==> src/hw/umi_apb_cfg.svh <==
`ifndef UMI_APB_CFG_SVH
`define UMI_APB_CFG_SVH

// ############################################################
// umi side widths
// ############################################################
`define UMI_AW 64          // address width
`define UMI_CW 32          // command width
`define UMI_DW 256         // data width

// ############################################################
// apb side widths
// ############################################################
`define APB_RW 64          // register width
`define APB_RAW 16         // apb address width

// group address check, GRP_AW of 0 turns it off
`define GRP_OFFSET 24      // low bit of group field
`define GRP_AW 4           // group field width
`define GRP_ID 5           // accepted group

// register bank
`define REG_COUNT 16       // number of registers
`define WAIT_CYCLES 2      // wait states per access

`endif

==> src/hw/umi_pkg.sv <==
package umi_pkg;

   // ############################################################
   // opcodes
   // ############################################################
   typedef enum logic [4:0] {
      UMI_REQ_READ   = 5'd1,  // read request
      UMI_RESP_READ  = 5'd2,  // read response
      UMI_REQ_WRITE  = 5'd3,  // acked write
      UMI_RESP_WRITE = 5'd4,  // write ack
      UMI_REQ_POSTED = 5'd5   // write without ack
   } umi_opcode_e;

   // ############################################################
   // command field positions
   // ############################################################
   localparam int UMI_OPCODE_MSB = 4;   // opcode
   localparam int UMI_OPCODE_LSB = 0;
   localparam int UMI_PROT_MSB   = 20;  // protection bits
   localparam int UMI_PROT_LSB   = 19;
   localparam int UMI_ERR_MSB    = 26;  // response error
   localparam int UMI_ERR_LSB    = 25;

   // bits 24:5 and 31:27 pass from request to response unchanged

   // requests the bridge turns into an apb transfer
   function automatic logic umi_is_supported(input logic [4:0] op);
      logic ok;
      case (op)
         UMI_REQ_READ:   ok = 1'b1;
         UMI_REQ_WRITE:  ok = 1'b1;
         UMI_REQ_POSTED: ok = 1'b1;
         default:        ok = 1'b0;  // atomics and the rest
      endcase
      return ok;
   endfunction

endpackage

==> src/hw/apb_if.sv <==
`timescale 1ns/1ps
`include "umi_apb_cfg.svh"

interface apb_if;

   logic [`APB_RAW-1:0]  paddr;    // byte address
   logic                 pwrite;   // 1 is write
   logic [`APB_RW-1:0]   pwdata;   // write data
   logic [`APB_RW/8-1:0] pstrb;    // byte strobes
   logic [2:0]           pprot;    // protection type
   logic                 psel;     // select
   logic                 penable;  // access phase
   logic                 pready;   // completer done
   logic [`APB_RW-1:0]   prdata;   // read data
   logic                 pslverr;  // completer error

   // bridge side
   modport requester (
      output paddr, pwrite, pwdata, pstrb, pprot, psel, penable,
      input  pready, prdata, pslverr
   );

   // register bank side
   modport completer (
      input  paddr, pwrite, pwdata, pstrb, pprot, psel, penable,
      output pready, prdata, pslverr
   );

endinterface

==> src/hw/umi_apb_bridge.sv <==
`timescale 1ns/1ps
`include "umi_apb_cfg.svh"

module umi_apb_bridge (
   input  logic              apb_pclk,      // apb clock
   input  logic              apb_nreset,    // async, active low
   // umi request
   input  logic              req_valid,
   input  logic [`UMI_CW-1:0] req_cmd,
   input  logic [`UMI_AW-1:0] req_dstaddr,
   input  logic [`UMI_AW-1:0] req_srcaddr,
   input  logic [`UMI_DW-1:0] req_data,
   output logic              req_ready,
   // umi response
   output logic              resp_valid,
   output logic [`UMI_CW-1:0] resp_cmd,
   output logic [`UMI_AW-1:0] resp_dstaddr,
   output logic [`UMI_AW-1:0] resp_srcaddr,
   output logic [`UMI_DW-1:0] resp_data,
   input  logic              resp_ready,
   // apb requester side
   apb_if.requester          apb
);

   import umi_pkg::*;

   localparam logic [31:0] GRP_ID_V = `GRP_ID;  // sized copy of the group id

   logic                 accept;       // handshake, dropped or not
   logic                 group_match;  // group field hits
   logic                 supported;    // opcode we can map
   logic                 incoming_req; // starts an apb transfer
   logic                 apb_done;     // access phase ends this edge

   logic [`UMI_CW-1:0]   cmd_r;        // held request
   logic [`UMI_AW-1:0]   dstaddr_r;
   logic [`UMI_AW-1:0]   srcaddr_r;
   logic [`APB_RW-1:0]   data_r;

   logic [`UMI_CW-1:0]   cur_cmd;      // live or held command
   logic [4:0]           cur_op;
   logic [4:0]           held_op;      // opcode of held request
   logic                 posted_r;     // held request is posted

   logic [`APB_RW-1:0]   prdata_r;     // captured read data
   logic                 pslverr_r;    // captured slave error
   logic [4:0]           resp_op;

   // ############################################################
   // request decode
   // ############################################################
   generate
      if (`GRP_AW != 0) begin : g_grp
         assign group_match =
            (req_dstaddr[`GRP_OFFSET +: `GRP_AW] == GRP_ID_V[`GRP_AW-1:0]);
      end else begin : g_nogrp
         assign group_match = 1'b1;  // check disabled
      end
   endgenerate

   assign supported    = umi_is_supported(req_cmd[UMI_OPCODE_MSB:UMI_OPCODE_LSB]);
   assign req_ready    = ~apb.penable & ~resp_valid;  // one in flight
   assign accept       = req_valid & req_ready;
   assign incoming_req = accept & group_match & supported;  // else dropped

   always_ff @(posedge apb_pclk) begin
      if (incoming_req) begin
         cmd_r     <= req_cmd;
         dstaddr_r <= req_dstaddr;
         srcaddr_r <= req_srcaddr;
         data_r    <= req_data[`APB_RW-1:0];  // single beat only
      end
   end

   assign cur_cmd  = incoming_req ? req_cmd : cmd_r;
   assign cur_op   = cur_cmd[UMI_OPCODE_MSB:UMI_OPCODE_LSB];
   assign held_op  = cmd_r[UMI_OPCODE_MSB:UMI_OPCODE_LSB];
   assign posted_r = (held_op == UMI_REQ_POSTED);

   // ############################################################
   // apb setup and access
   // ############################################################
   assign apb.psel   = incoming_req | apb.penable;  // setup is combinational
   assign apb.paddr  = incoming_req ? req_dstaddr[`APB_RAW-1:0] : dstaddr_r[`APB_RAW-1:0];
   assign apb.pwdata = incoming_req ? req_data[`APB_RW-1:0] : data_r;
   assign apb.pwrite = (cur_op == UMI_REQ_WRITE) | (cur_op == UMI_REQ_POSTED);
   assign apb.pprot  = {1'b0, cur_cmd[UMI_PROT_MSB:UMI_PROT_LSB]};
   assign apb.pstrb  = {(`APB_RW/8){1'b1}};  // full words only

   assign apb_done = apb.penable & apb.pready;

   always_ff @(posedge apb_pclk or negedge apb_nreset) begin
      if (!apb_nreset) begin
         apb.penable <= 1'b0;
      end else if (incoming_req) begin
         apb.penable <= 1'b1;    // access after setup
      end else if (apb.pready) begin
         apb.penable <= 1'b0;
      end
   end

   // ############################################################
   // response
   // ############################################################
   always_ff @(posedge apb_pclk) begin
      if (apb_done) begin
         prdata_r  <= apb.prdata;
         pslverr_r <= apb.pslverr;
      end
   end

   always_ff @(posedge apb_pclk or negedge apb_nreset) begin
      if (!apb_nreset) begin
         resp_valid <= 1'b0;
      end else if (apb_done & ~posted_r) begin
         resp_valid <= 1'b1;     // posted writes stay silent
      end else if (resp_ready) begin
         resp_valid <= 1'b0;     // held until taken
      end
   end

   assign resp_op = (held_op == UMI_REQ_READ) ? UMI_RESP_READ : UMI_RESP_WRITE;

   // error field carries the slave error in its upper bit
   assign resp_cmd = {cmd_r[`UMI_CW-1:UMI_ERR_MSB+1],
                      pslverr_r, 1'b0,
                      cmd_r[UMI_ERR_LSB-1:UMI_OPCODE_MSB+1],
                      resp_op};

   assign resp_dstaddr = srcaddr_r;  // back to the sender
   assign resp_srcaddr = dstaddr_r;
   assign resp_data    = {{(`UMI_DW-`APB_RW){1'b0}}, prdata_r};

endmodule

==> src/hw/apb_regfile.sv <==
`timescale 1ns/1ps
`include "umi_apb_cfg.svh"

module apb_regfile (
   input  logic      apb_pclk,    // apb clock
   input  logic      apb_nreset,  // async, active low
   apb_if.completer  apb          // from the bridge
);

   localparam int IDX_LSB = $clog2(`APB_RW/8);             // bytes per word
   localparam int IW      = $clog2(`REG_COUNT);            // register index bits
   localparam int WCW     = (`WAIT_CYCLES > 0) ? $clog2(`WAIT_CYCLES + 1) : 1;

   logic [`APB_RW-1:0]         regs [`REG_COUNT];  // the bank
   logic [`APB_RAW-IDX_LSB-1:0] word_idx;          // paddr in words
   logic [IW-1:0]              reg_sel;
   logic                       in_range;
   logic [WCW-1:0]             wait_cnt;           // access cycles so far
   logic                       setup;              // setup phase
   logic                       access;             // access phase
   logic                       wr_en;

   // ############################################################
   // address decode
   // ############################################################
   assign word_idx = apb.paddr[`APB_RAW-1:IDX_LSB];
   assign reg_sel  = word_idx[IW-1:0];
   assign in_range = (word_idx < `REG_COUNT);

   assign setup  = apb.psel & ~apb.penable;
   assign access = apb.psel & apb.penable;

   // ############################################################
   // wait states
   // ############################################################
   always_ff @(posedge apb_pclk or negedge apb_nreset) begin
      if (!apb_nreset) begin
         wait_cnt <= '0;
      end else if (access & ~apb.pready) begin
         wait_cnt <= wait_cnt + 1'b1;  // still stalling
      end else begin
         wait_cnt <= '0;               // idle or done
      end
   end

   assign apb.pready = (wait_cnt == WCW'(`WAIT_CYCLES));

   // read data and error are ready before the access ends
   always_ff @(posedge apb_pclk) begin
      if (setup) begin
         apb.prdata <= in_range ? regs[reg_sel] : '0;  // zero when out of range
      end
   end

   always_ff @(posedge apb_pclk or negedge apb_nreset) begin
      if (!apb_nreset) begin
         apb.pslverr <= 1'b0;
      end else if (setup) begin
         apb.pslverr <= ~in_range;
      end
   end

   // ############################################################
   // register bank
   // ############################################################
   assign wr_en = access & apb.pready & apb.pwrite & in_range;  // completing edge

   always_ff @(posedge apb_pclk or negedge apb_nreset) begin
      if (!apb_nreset) begin
         for (int i = 0; i < `REG_COUNT; i++) begin
            regs[i] <= '0;
         end
      end else if (wr_en) begin
         for (int b = 0; b < `APB_RW/8; b++) begin
            if (apb.pstrb[b]) begin
               regs[reg_sel][8*b +: 8] <= apb.pwdata[8*b +: 8];  // per byte lane
            end
         end
      end
   end

endmodule

==> src/hw/umi_apb_top.sv <==
`timescale 1ns/1ps
`include "umi_apb_cfg.svh"

module umi_apb_top (
   input  logic               apb_pclk,      // apb clock
   input  logic               apb_nreset,    // async, active low
   // umi request in
   input  logic               req_valid,
   input  logic [`UMI_CW-1:0] req_cmd,
   input  logic [`UMI_AW-1:0] req_dstaddr,
   input  logic [`UMI_AW-1:0] req_srcaddr,
   input  logic [`UMI_DW-1:0] req_data,
   output logic               req_ready,
   // umi response out
   output logic               resp_valid,
   output logic [`UMI_CW-1:0] resp_cmd,
   output logic [`UMI_AW-1:0] resp_dstaddr,
   output logic [`UMI_AW-1:0] resp_srcaddr,
   output logic [`UMI_DW-1:0] resp_data,
   input  logic               resp_ready
);

   // ############################################################
   // bridge to register bank
   // ############################################################
   apb_if apb_i ();  // internal apb bus

   umi_apb_bridge u_bridge (
      .apb_pclk     (apb_pclk),
      .apb_nreset   (apb_nreset),
      .req_valid    (req_valid),
      .req_cmd      (req_cmd),
      .req_dstaddr  (req_dstaddr),
      .req_srcaddr  (req_srcaddr),
      .req_data     (req_data),
      .req_ready    (req_ready),
      .resp_valid   (resp_valid),
      .resp_cmd     (resp_cmd),
      .resp_dstaddr (resp_dstaddr),
      .resp_srcaddr (resp_srcaddr),
      .resp_data    (resp_data),
      .resp_ready   (resp_ready),
      .apb          (apb_i.requester)
   );

   apb_regfile u_regfile (
      .apb_pclk   (apb_pclk),
      .apb_nreset (apb_nreset),
      .apb        (apb_i.completer)
   );

endmodule

==> config.mk <==
export PLATFORM = sky130hd
export DESIGN_NAME = umi_apb_top
export DESIGN_NICKNAME = d
export VERILOG_FILES = /design/src/hw/umi_pkg.sv /design/src/hw/apb_if.sv /design/src/hw/umi_apb_bridge.sv /design/src/hw/apb_regfile.sv /design/src/hw/umi_apb_top.sv
export VERILOG_INCLUDE_DIRS = /design/src /design/src/hw
export SDC_FILE = /design/constraint.sdc
export NUM_CORES = 2
export LEC_CHECK = 0
export ABC_AREA = 1
export BUFFER_PORTS_ARGS = -buffer_cell sky130_fd_sc_hd__buf_2
export CORE_MARGIN = 1.5
export CORE_UTILIZATION = 25
export CTS_BUF_LIST = sky130_fd_sc_hd__clkbuf_4
export CTS_CLUSTER_DIAMETER = 100
export DETAILED_ROUTE_END_ITERATION = 16
export PLACE_DENSITY_LB_ADDON = 0.3
export REMOVE_ABC_BUFFERS = 1
export SYNTH_ARGS = -nofsm -noshare
export SYNTH_HDL_FRONTEND = slang
export SYNTH_SLANG_ARGS = --single-unit
export TNS_END_PERCENT = 1
==> constraint.sdc <==
create_clock -name apb_pclk -period 6.3 [get_ports apb_pclk]
set_input_delay 1.26 -clock apb_pclk [delete_from_list [all_inputs] [get_ports apb_pclk]]
set_output_delay 1.26 -clock apb_pclk [all_outputs]
set_load 0.005 [all_outputs]
# Yosys cells after proc, flatten, opt, wreduce, memory -nomap -nowiden
# Cells that the tools add are included.
# totals
output_inout_bits	418
wordCells	109
input_bits	420
reg_bits	1382
# op_classes
mux	44
order_cmp	3
n_eq_ne	9
addsub	1
bitwise	20
n_reduce_logical	4
# ops
op	n
bitwise mux 1024 bit	8
2-to-1 mux 1024 bit	7
demux 64 bit (select 4 bit)	8
binary-select mux 64 bit (select 4 bit)	1
2-to-1 mux 64 bit	4
2-to-1 mux 56 bit	1
2-to-1 mux 48 bit	1
2-to-1 mux 40 bit	1
2-to-1 mux 16 bit	2
2-to-1 mux 32 bit	1
2-to-1 mux 24 bit	1
equality test 5 x 3 -> 1 bit (second input constant)	3
< comparator 13 x 5 -> 1 bit (second input constant)	1
AND 1 bit	12
equality test 5 x 1 -> 1 bit (second input constant)	2
equality test 5 x 2 -> 1 bit (second input constant)	2
2-to-1 mux 8 bit	1
>= comparator 5 bit (second input constant)	1
< comparator 5 x 1 -> 1 bit (second input constant)	1
2-to-1 mux 1 bit	5
2-to-1 mux 5 bit	1
inverter 1 bit	5
inverter 4 -> 5 bit	1
equality test 4 x 3 -> 1 bit (second input constant)	1
other kinds (8)	10

# Depth between registers and ports, before layout
# depth
ltp_word	26
mapped_depth	17
depth_no_buf	14

# Modules after synthesis
# A second synthesis with hierarchy kept.
# unflattened
hier_cells	8720
hier_area_um2	67368.4
# modules_own_cells
module	n_inst	cells_per_inst	area_each_um2	seq_area_each_um2
apb_regfile	1	7870	56366.6	27621.5
umi_apb_bridge	1	850	11001.8	7957.6

# Worst setup path after synthesis
# OpenSTA, ideal clock, no wires.
# synth_path
path_type	input to register
from	input port req_dstaddr[24]
to	register u_regfile.regs[1023] (netlist bit)
n_path_buf	2
setup_slack_ps	-677
setup_time_ps	66
t_required_ps	6234
arrival_ps	6911
cell_stages	10
path_cell_list	nand2_1 > nor2_2 > nand3_2 > inv_2 > clkbuf_1 > nand2_1 > nand2_1 > buf_2 > nand4_1 > nand2_1
# synth_between
elab_cells_between_ends	43
cone_classes	order compare (3); eq/ne (3); mux (27); bitwise (9); reduce/logical (1)
# synth_rtl
item	line_no	rtl
from (decl)	umi_apb_top.sv:10	input logic [`UMI_AW-1:0] req_dstaddr,
equality test 4 x 3 -> 1 bit	umi_apb_bridge.sv:55	(req_dstaddr[`GRP_OFFSET +: `GRP_AW] == GRP_ID_V[`GRP_AW-1:0]);
AND 1 bit (2 in series)	umi_apb_bridge.sv:64	assign incoming_req = accept & group_match & supported;
named net u_bridge.incoming_req	umi_apb_bridge.sv:32	logic incoming_req;
2-to-1 mux 64 bit	umi_apb_bridge.sv:85	assign apb.pwdata = incoming_req ? req_data[`APB_RW-1:0] : data_r;
named net apb_i.pwdata[63]	apb_if.sv:8	logic [`APB_RW-1:0] pwdata;
bitwise mux 1024 bit	apb_regfile.sv:76	regs[reg_sel][8*b +: 8] <= apb.pwdata[8*b +: 8];
to (signal, indexed assignment)	apb_regfile.sv:76	
to (decl)	apb_regfile.sv:14	logic [`APB_RW-1:0] regs [`REG_COUNT];
# The timed path passes the listed nets, and every way through them passes these cells. The select of a mux whose other input is x is not followed.
# A chain may end at the register's enable or synchronous reset.

# Worst setup path in the final report
# layout_path
from	register u_bridge.apb.penable
to	register u_regfile.regs[814] (netlist bit)
# layout_between
elab_chain_len	23
elab_cells_between_ends	45
cone_classes	order compare (3); eq/ne (2); mux (27); bitwise (12); reduce/logical (1)
# layout_lines
item	line_no	rtl
from (decl)	apb_if.sv:19	output paddr, pwrite, pwdata, pstrb, pprot, psel, penable,
from (signal assigned)	umi_apb_bridge.sv:94	apb.penable <= 1'b0;
from (signal assigned)	umi_apb_bridge.sv:96	apb.penable <= 1'b1;
from (signal assigned)	umi_apb_bridge.sv:98	apb.penable <= 1'b0;
inverter 1 bit	umi_apb_bridge.sv:62	assign req_ready = ~apb.penable & ~resp_valid;
AND 1 bit	umi_apb_bridge.sv:62	
AND 1 bit	umi_apb_bridge.sv:63	assign accept = req_valid & req_ready;
AND 1 bit (2 in series)	umi_apb_bridge.sv:64	
2-to-1 mux 16 bit	umi_apb_bridge.sv:84	assign apb.paddr = incoming_req ? req_dstaddr[`APB_RAW-1:0] : dstaddr_r[`APB_RAW-1:0];
inverter 4 -> 5 bit (not written as such)	apb_regfile.sv:76	
demux 64 bit (select 4 bit)	apb_regfile.sv:76	
bitwise mux 1024 bit	apb_regfile.sv:76	
[6 not listed]	n/a	
2-to-1 mux 1024 bit	apb_regfile.sv:73	end else if (wr_en) begin
bitwise mux 1024 bit	apb_regfile.sv:76	
2-to-1 mux 1024 bit	apb_regfile.sv:73	
bitwise mux 1024 bit	apb_regfile.sv:76	
2-to-1 mux 1024 bit	apb_regfile.sv:73	
bitwise mux 1024 bit	apb_regfile.sv:76	
2-to-1 mux 1024 bit	apb_regfile.sv:73	
bitwise mux 1024 bit	apb_regfile.sv:76	
# Parallel ways exist; a longest one is shown, timed or not. The select of a mux whose other input is x is not followed.

==> impl_metrics.env <==
export IMPL_outcome="finished clean"
export IMPL_critical_path_cell_count=12
export IMPL_gr_usage_all_layers_pct=17.93
export IMPL_post_synth_cell_area_avg_sq_um=7.963
export IMPL_fin_tns_setup_ns=0
export IMPL_critPathMaxFanout=68
export IMPL_crit_path_end="u_regfile.regs[814]"
export IMPL_cts_tree="yes"
export IMPL_cts_buffer_depth=4
export IMPL_final_hold_viol_count=0
export IMPL_number_of_slew_limit_violations_in_the_final_report=0
export IMPL_clock_latency_ns=1.26
export IMPL_layout_cells_most_common="sky130_fd_sc_hd__nand2_1"
export IMPL_drt_total_wl_microns=255700
export IMPL_worst_path_dominant_cell_family="simple AND/OR/NAND/NOR gates"
export IMPL_master_of_the_slowest_instance_on_the_critical_path="sky130_fd_sc_hd__nand3_4"
export IMPL_critical_path_max_stage_delay_ns=0.57
export IMPL_setup_worst_path_start="u_bridge.apb.penable"
export IMPL_vdd_ir_drop_worst_v=0.0001040
export IMPL_p_leak_nw=40.74
export IMPL_detail_route_drc_violations=0
export IMPL_pin_count=838
export IMPL_crit_chain="nor2_4 -> nand2_1 -> inv_2 -> nand3_4 -> nand2_8 -> nand2_8 -> nor2_8 -> buf_4 -> nand3_4 -> buf_12 -> nand2_1 -> nand2_1"
export IMPL_row_count=191
export IMPL_cts_root_buffer="sky130_fd_sc_hd__clkbuf_4"
export IMPL_reg2reg_depth=12
export IMPL_cts_buffer_count=403
export IMPL_cp_data_required_time_ns=7.37
export IMPL_critical_path_n_buffers_inverters=3
export IMPL_drive_above_1_share_pct=13.92
export IMPL_gp_congestion=0.8305
export IMPL_final_antenna_net_count=0
export IMPL_post_place_cells=11930
export IMPL_drtIter0Drc=6177
export IMPL_most_common_layout_cells="4448 x sky130_fd_sc_hd__nand2_1, 1029 x sky130_fd_sc_hd__dfrtp_1, 1024 x sky130_fd_sc_hd__nand4_1"
export IMPL_post_cts_repair_setup_buffers=0
export IMPL_portBuffers=447
export IMPL_fp_dieH_microns=526.0
export IMPL_post_synth_top_area_fraction_pct=37.65
export IMPL_initial_antenna_violation_count=25
export IMPL_max_freq_mhz=244.2
export IMPL_drt_pass1_iter_count=5
export IMPL_holdCritPathClass="primary input to asynchronous set/reset pin"
export IMPL_die_area_sq_um=276700
export IMPL_min_tclk_post_route_ns=4.095
export IMPL_floorplan_core_area_sq_um=271500
export IMPL_timing_clock_skew_ns=0.1365
export IMPL_grt_overflow_total=0
export IMPL_setup_repair_after_global_routing_missed_its_margin="false"
export IMPL_yosys_register_bits=1380
export IMPL_layoutNonFillerInstCount=12660
export IMPL_cts_htree_levels=5
export IMPL_power_per_cell_area_nw_per_um2=237.7
export IMPL_layout_filler_cells=29440
export IMPL_worst_slew_pin_slew_ns=1.256
export IMPL_synthesis_instances=8588
export IMPL_hpwlAfterDp_microns=136400
export IMPL_critPathLaunchType="flop"
export IMPL_setup_ws_ns=2.205
export IMPL_critPathMostFrequentCell="sky130_fd_sc_hd__nand2_1"
export IMPL_ctsHoldBuffers=0
export IMPL_cp_end_kind="flop"
export IMPL_finalCritPeriodShare_pct=65.00
export IMPL_dp_slack_ns=1.104
export IMPL_setup_violations_final=0
export IMPL_grt_pass1_vias=59340
export IMPL_clkTransAtPathRegs_ns=0.07
export IMPL_cts_resized=0
export IMPL_viasPerCell=4.865
export IMPL_via_count=61610
export IMPL_die_x_extent_microns=526.0
export IMPL_wl_per_cell_microns=20.19
export IMPL_grt_first_pass_wirelength_microns=385800
export IMPL_cp_data_arrival_time_ns=5.16
export IMPL_critical_path_reg2reg_endpoint="u_regfile.regs[814]"
export IMPL_synth_seq_area_share_pct=52.06
export IMPL_cts_sinks=1380
export IMPL_ys_warn_count=0
export IMPL_maxSlewHeadroom_pct=16.24
export IMPL_ys_types=32
export IMPL_syn_to_final_growth_pct=12.36
export IMPL_critical_path_reg2reg_startpoint="u_bridge.apb.penable"
export IMPL_drv_cap=0
export IMPL_nNetsFinal=9188
export IMPL_worst_setup_path_type="flop to flop"
export IMPL_mappedNetlistArea_sq_um=68390
export IMPL_regToRegSetupSlack_ns=2.21
export IMPL_yosysTopAreaCell="sky130_fd_sc_hd__dfrtp_1"
export IMPL_synth_top_cells_by_area="sky130_fd_sc_hd__dfrtp_1 38%, sky130_fd_sc_hd__nand2_1 24%, sky130_fd_sc_hd__edfxtp_1 12%"
export IMPL_initial_core_util_pct=25.19
export IMPL_grt_max_degree=205
[layer usage]
metal / vias to the layer above / global-route usage [%] / share of wire (%)
li1: 28390 / - / -
met1: 29880 / 23.29 / 42
met2: 2864 / 29.56 / 47
met3: 456 / 3.875 / 8.5
met4: 18 / 5.602 / 2.6
met5: - / 0 / 0.053
[cell usage after synthesis (all sizes together)]
library cell,count
inv,29
buf,829
o21ai,3
clkbuf,165
nand4,1025
nor3,2
o21a,1
nand3,534
conb,1
nand2,4458
edfxtp,282
ha,1
dfrtp,1029
or2,1
or4,1
dfxtp,69
nor2,158
[logic make-up after synthesis]
logic type	count (synthesis)	share of synthesized area, %
AND/OR/NAND/NOR	6179	39.24
flip-flops	1380	52.06
buffers and inverters	1023	8.652
AO/OA/AOI/OAI	4	0.03293
adder cells (fa/ha/maj)	1	0.01829
other	1	0.005484
[through the flow]
step                      cell area (sq um)  util, %  hold WS [ns]  power (mW)
final                                 76840    28.30        0.1239       18.26
after global routing                  76830    28.30       0.08121       19.13
after global placement                71730    26.42        0.4059       9.824
after floorplan                       63310        -        0.4003       9.471
after detailed placement              71730    26.42        0.4045       9.832
after CTS                             76820    28.30       0.01202       18.56
[sequential cells by signal (all words and copies together) (netlist names)]
name / flops
u_regfile.regs: 1024
u_bridge.data_r: 64
u_bridge.prdata_r: 64
u_bridge.resp_dstaddr: 64
u_bridge.resp_srcaddr: 64
u_regfile.apb.prdata: 64
u_bridge.cmd_r: 30
u_regfile.wait_cnt: 2
u_bridge.apb.penable: 1
u_bridge.pslverr_r: 1
u_bridge.resp_valid: 1
u_regfile.apb.pslverr: 1
[final cells by class]
cell class | count | area (sq um) | area share [%]
timing repair buffer | 573 | 3831 | 4.986
inverter | 29 | 130.1 | 0.1693
clock inverter | 118 | 544.3 | 0.7083
clock buffer | 606 | 4549 | 5.921
antenna | 7 | 17.52 | 0.02280
sequential | 1380 | 35600 | 46.33
tap | 3570 | 4467 | 5.813
multi-input combinational | 6380 | 27700 | 36.05
[how the worst min path moves through the flow]
stage | start | to
floorplan | u_regfile.apb.prdata[0] | u_bridge.prdata_r[0]
global placement | u_regfile.apb.prdata[12] | u_bridge.prdata_r[12]
detailed placement | u_regfile.apb.prdata[55] | u_bridge.prdata_r[55]
CTS | apb_nreset | u_regfile.regs[200]
global route | req_srcaddr[63] | u_bridge.resp_dstaddr[63]
finish | apb_nreset | u_regfile.regs[366]
[power breakdown]
group          switching, mW  internal, mW
clock                   4.15          4.46
sequential           0.00927          9.13
combinational          0.427        0.0883
total                   4.59          13.7
[worst reg2reg max path, delay by kind of cell, from the launching register on]
family	cells	cell delay [ns]
simple gates	9	2.48
flops	1	0.42
buf+inv	3	1.00
(Power assumes the default switching activity.)
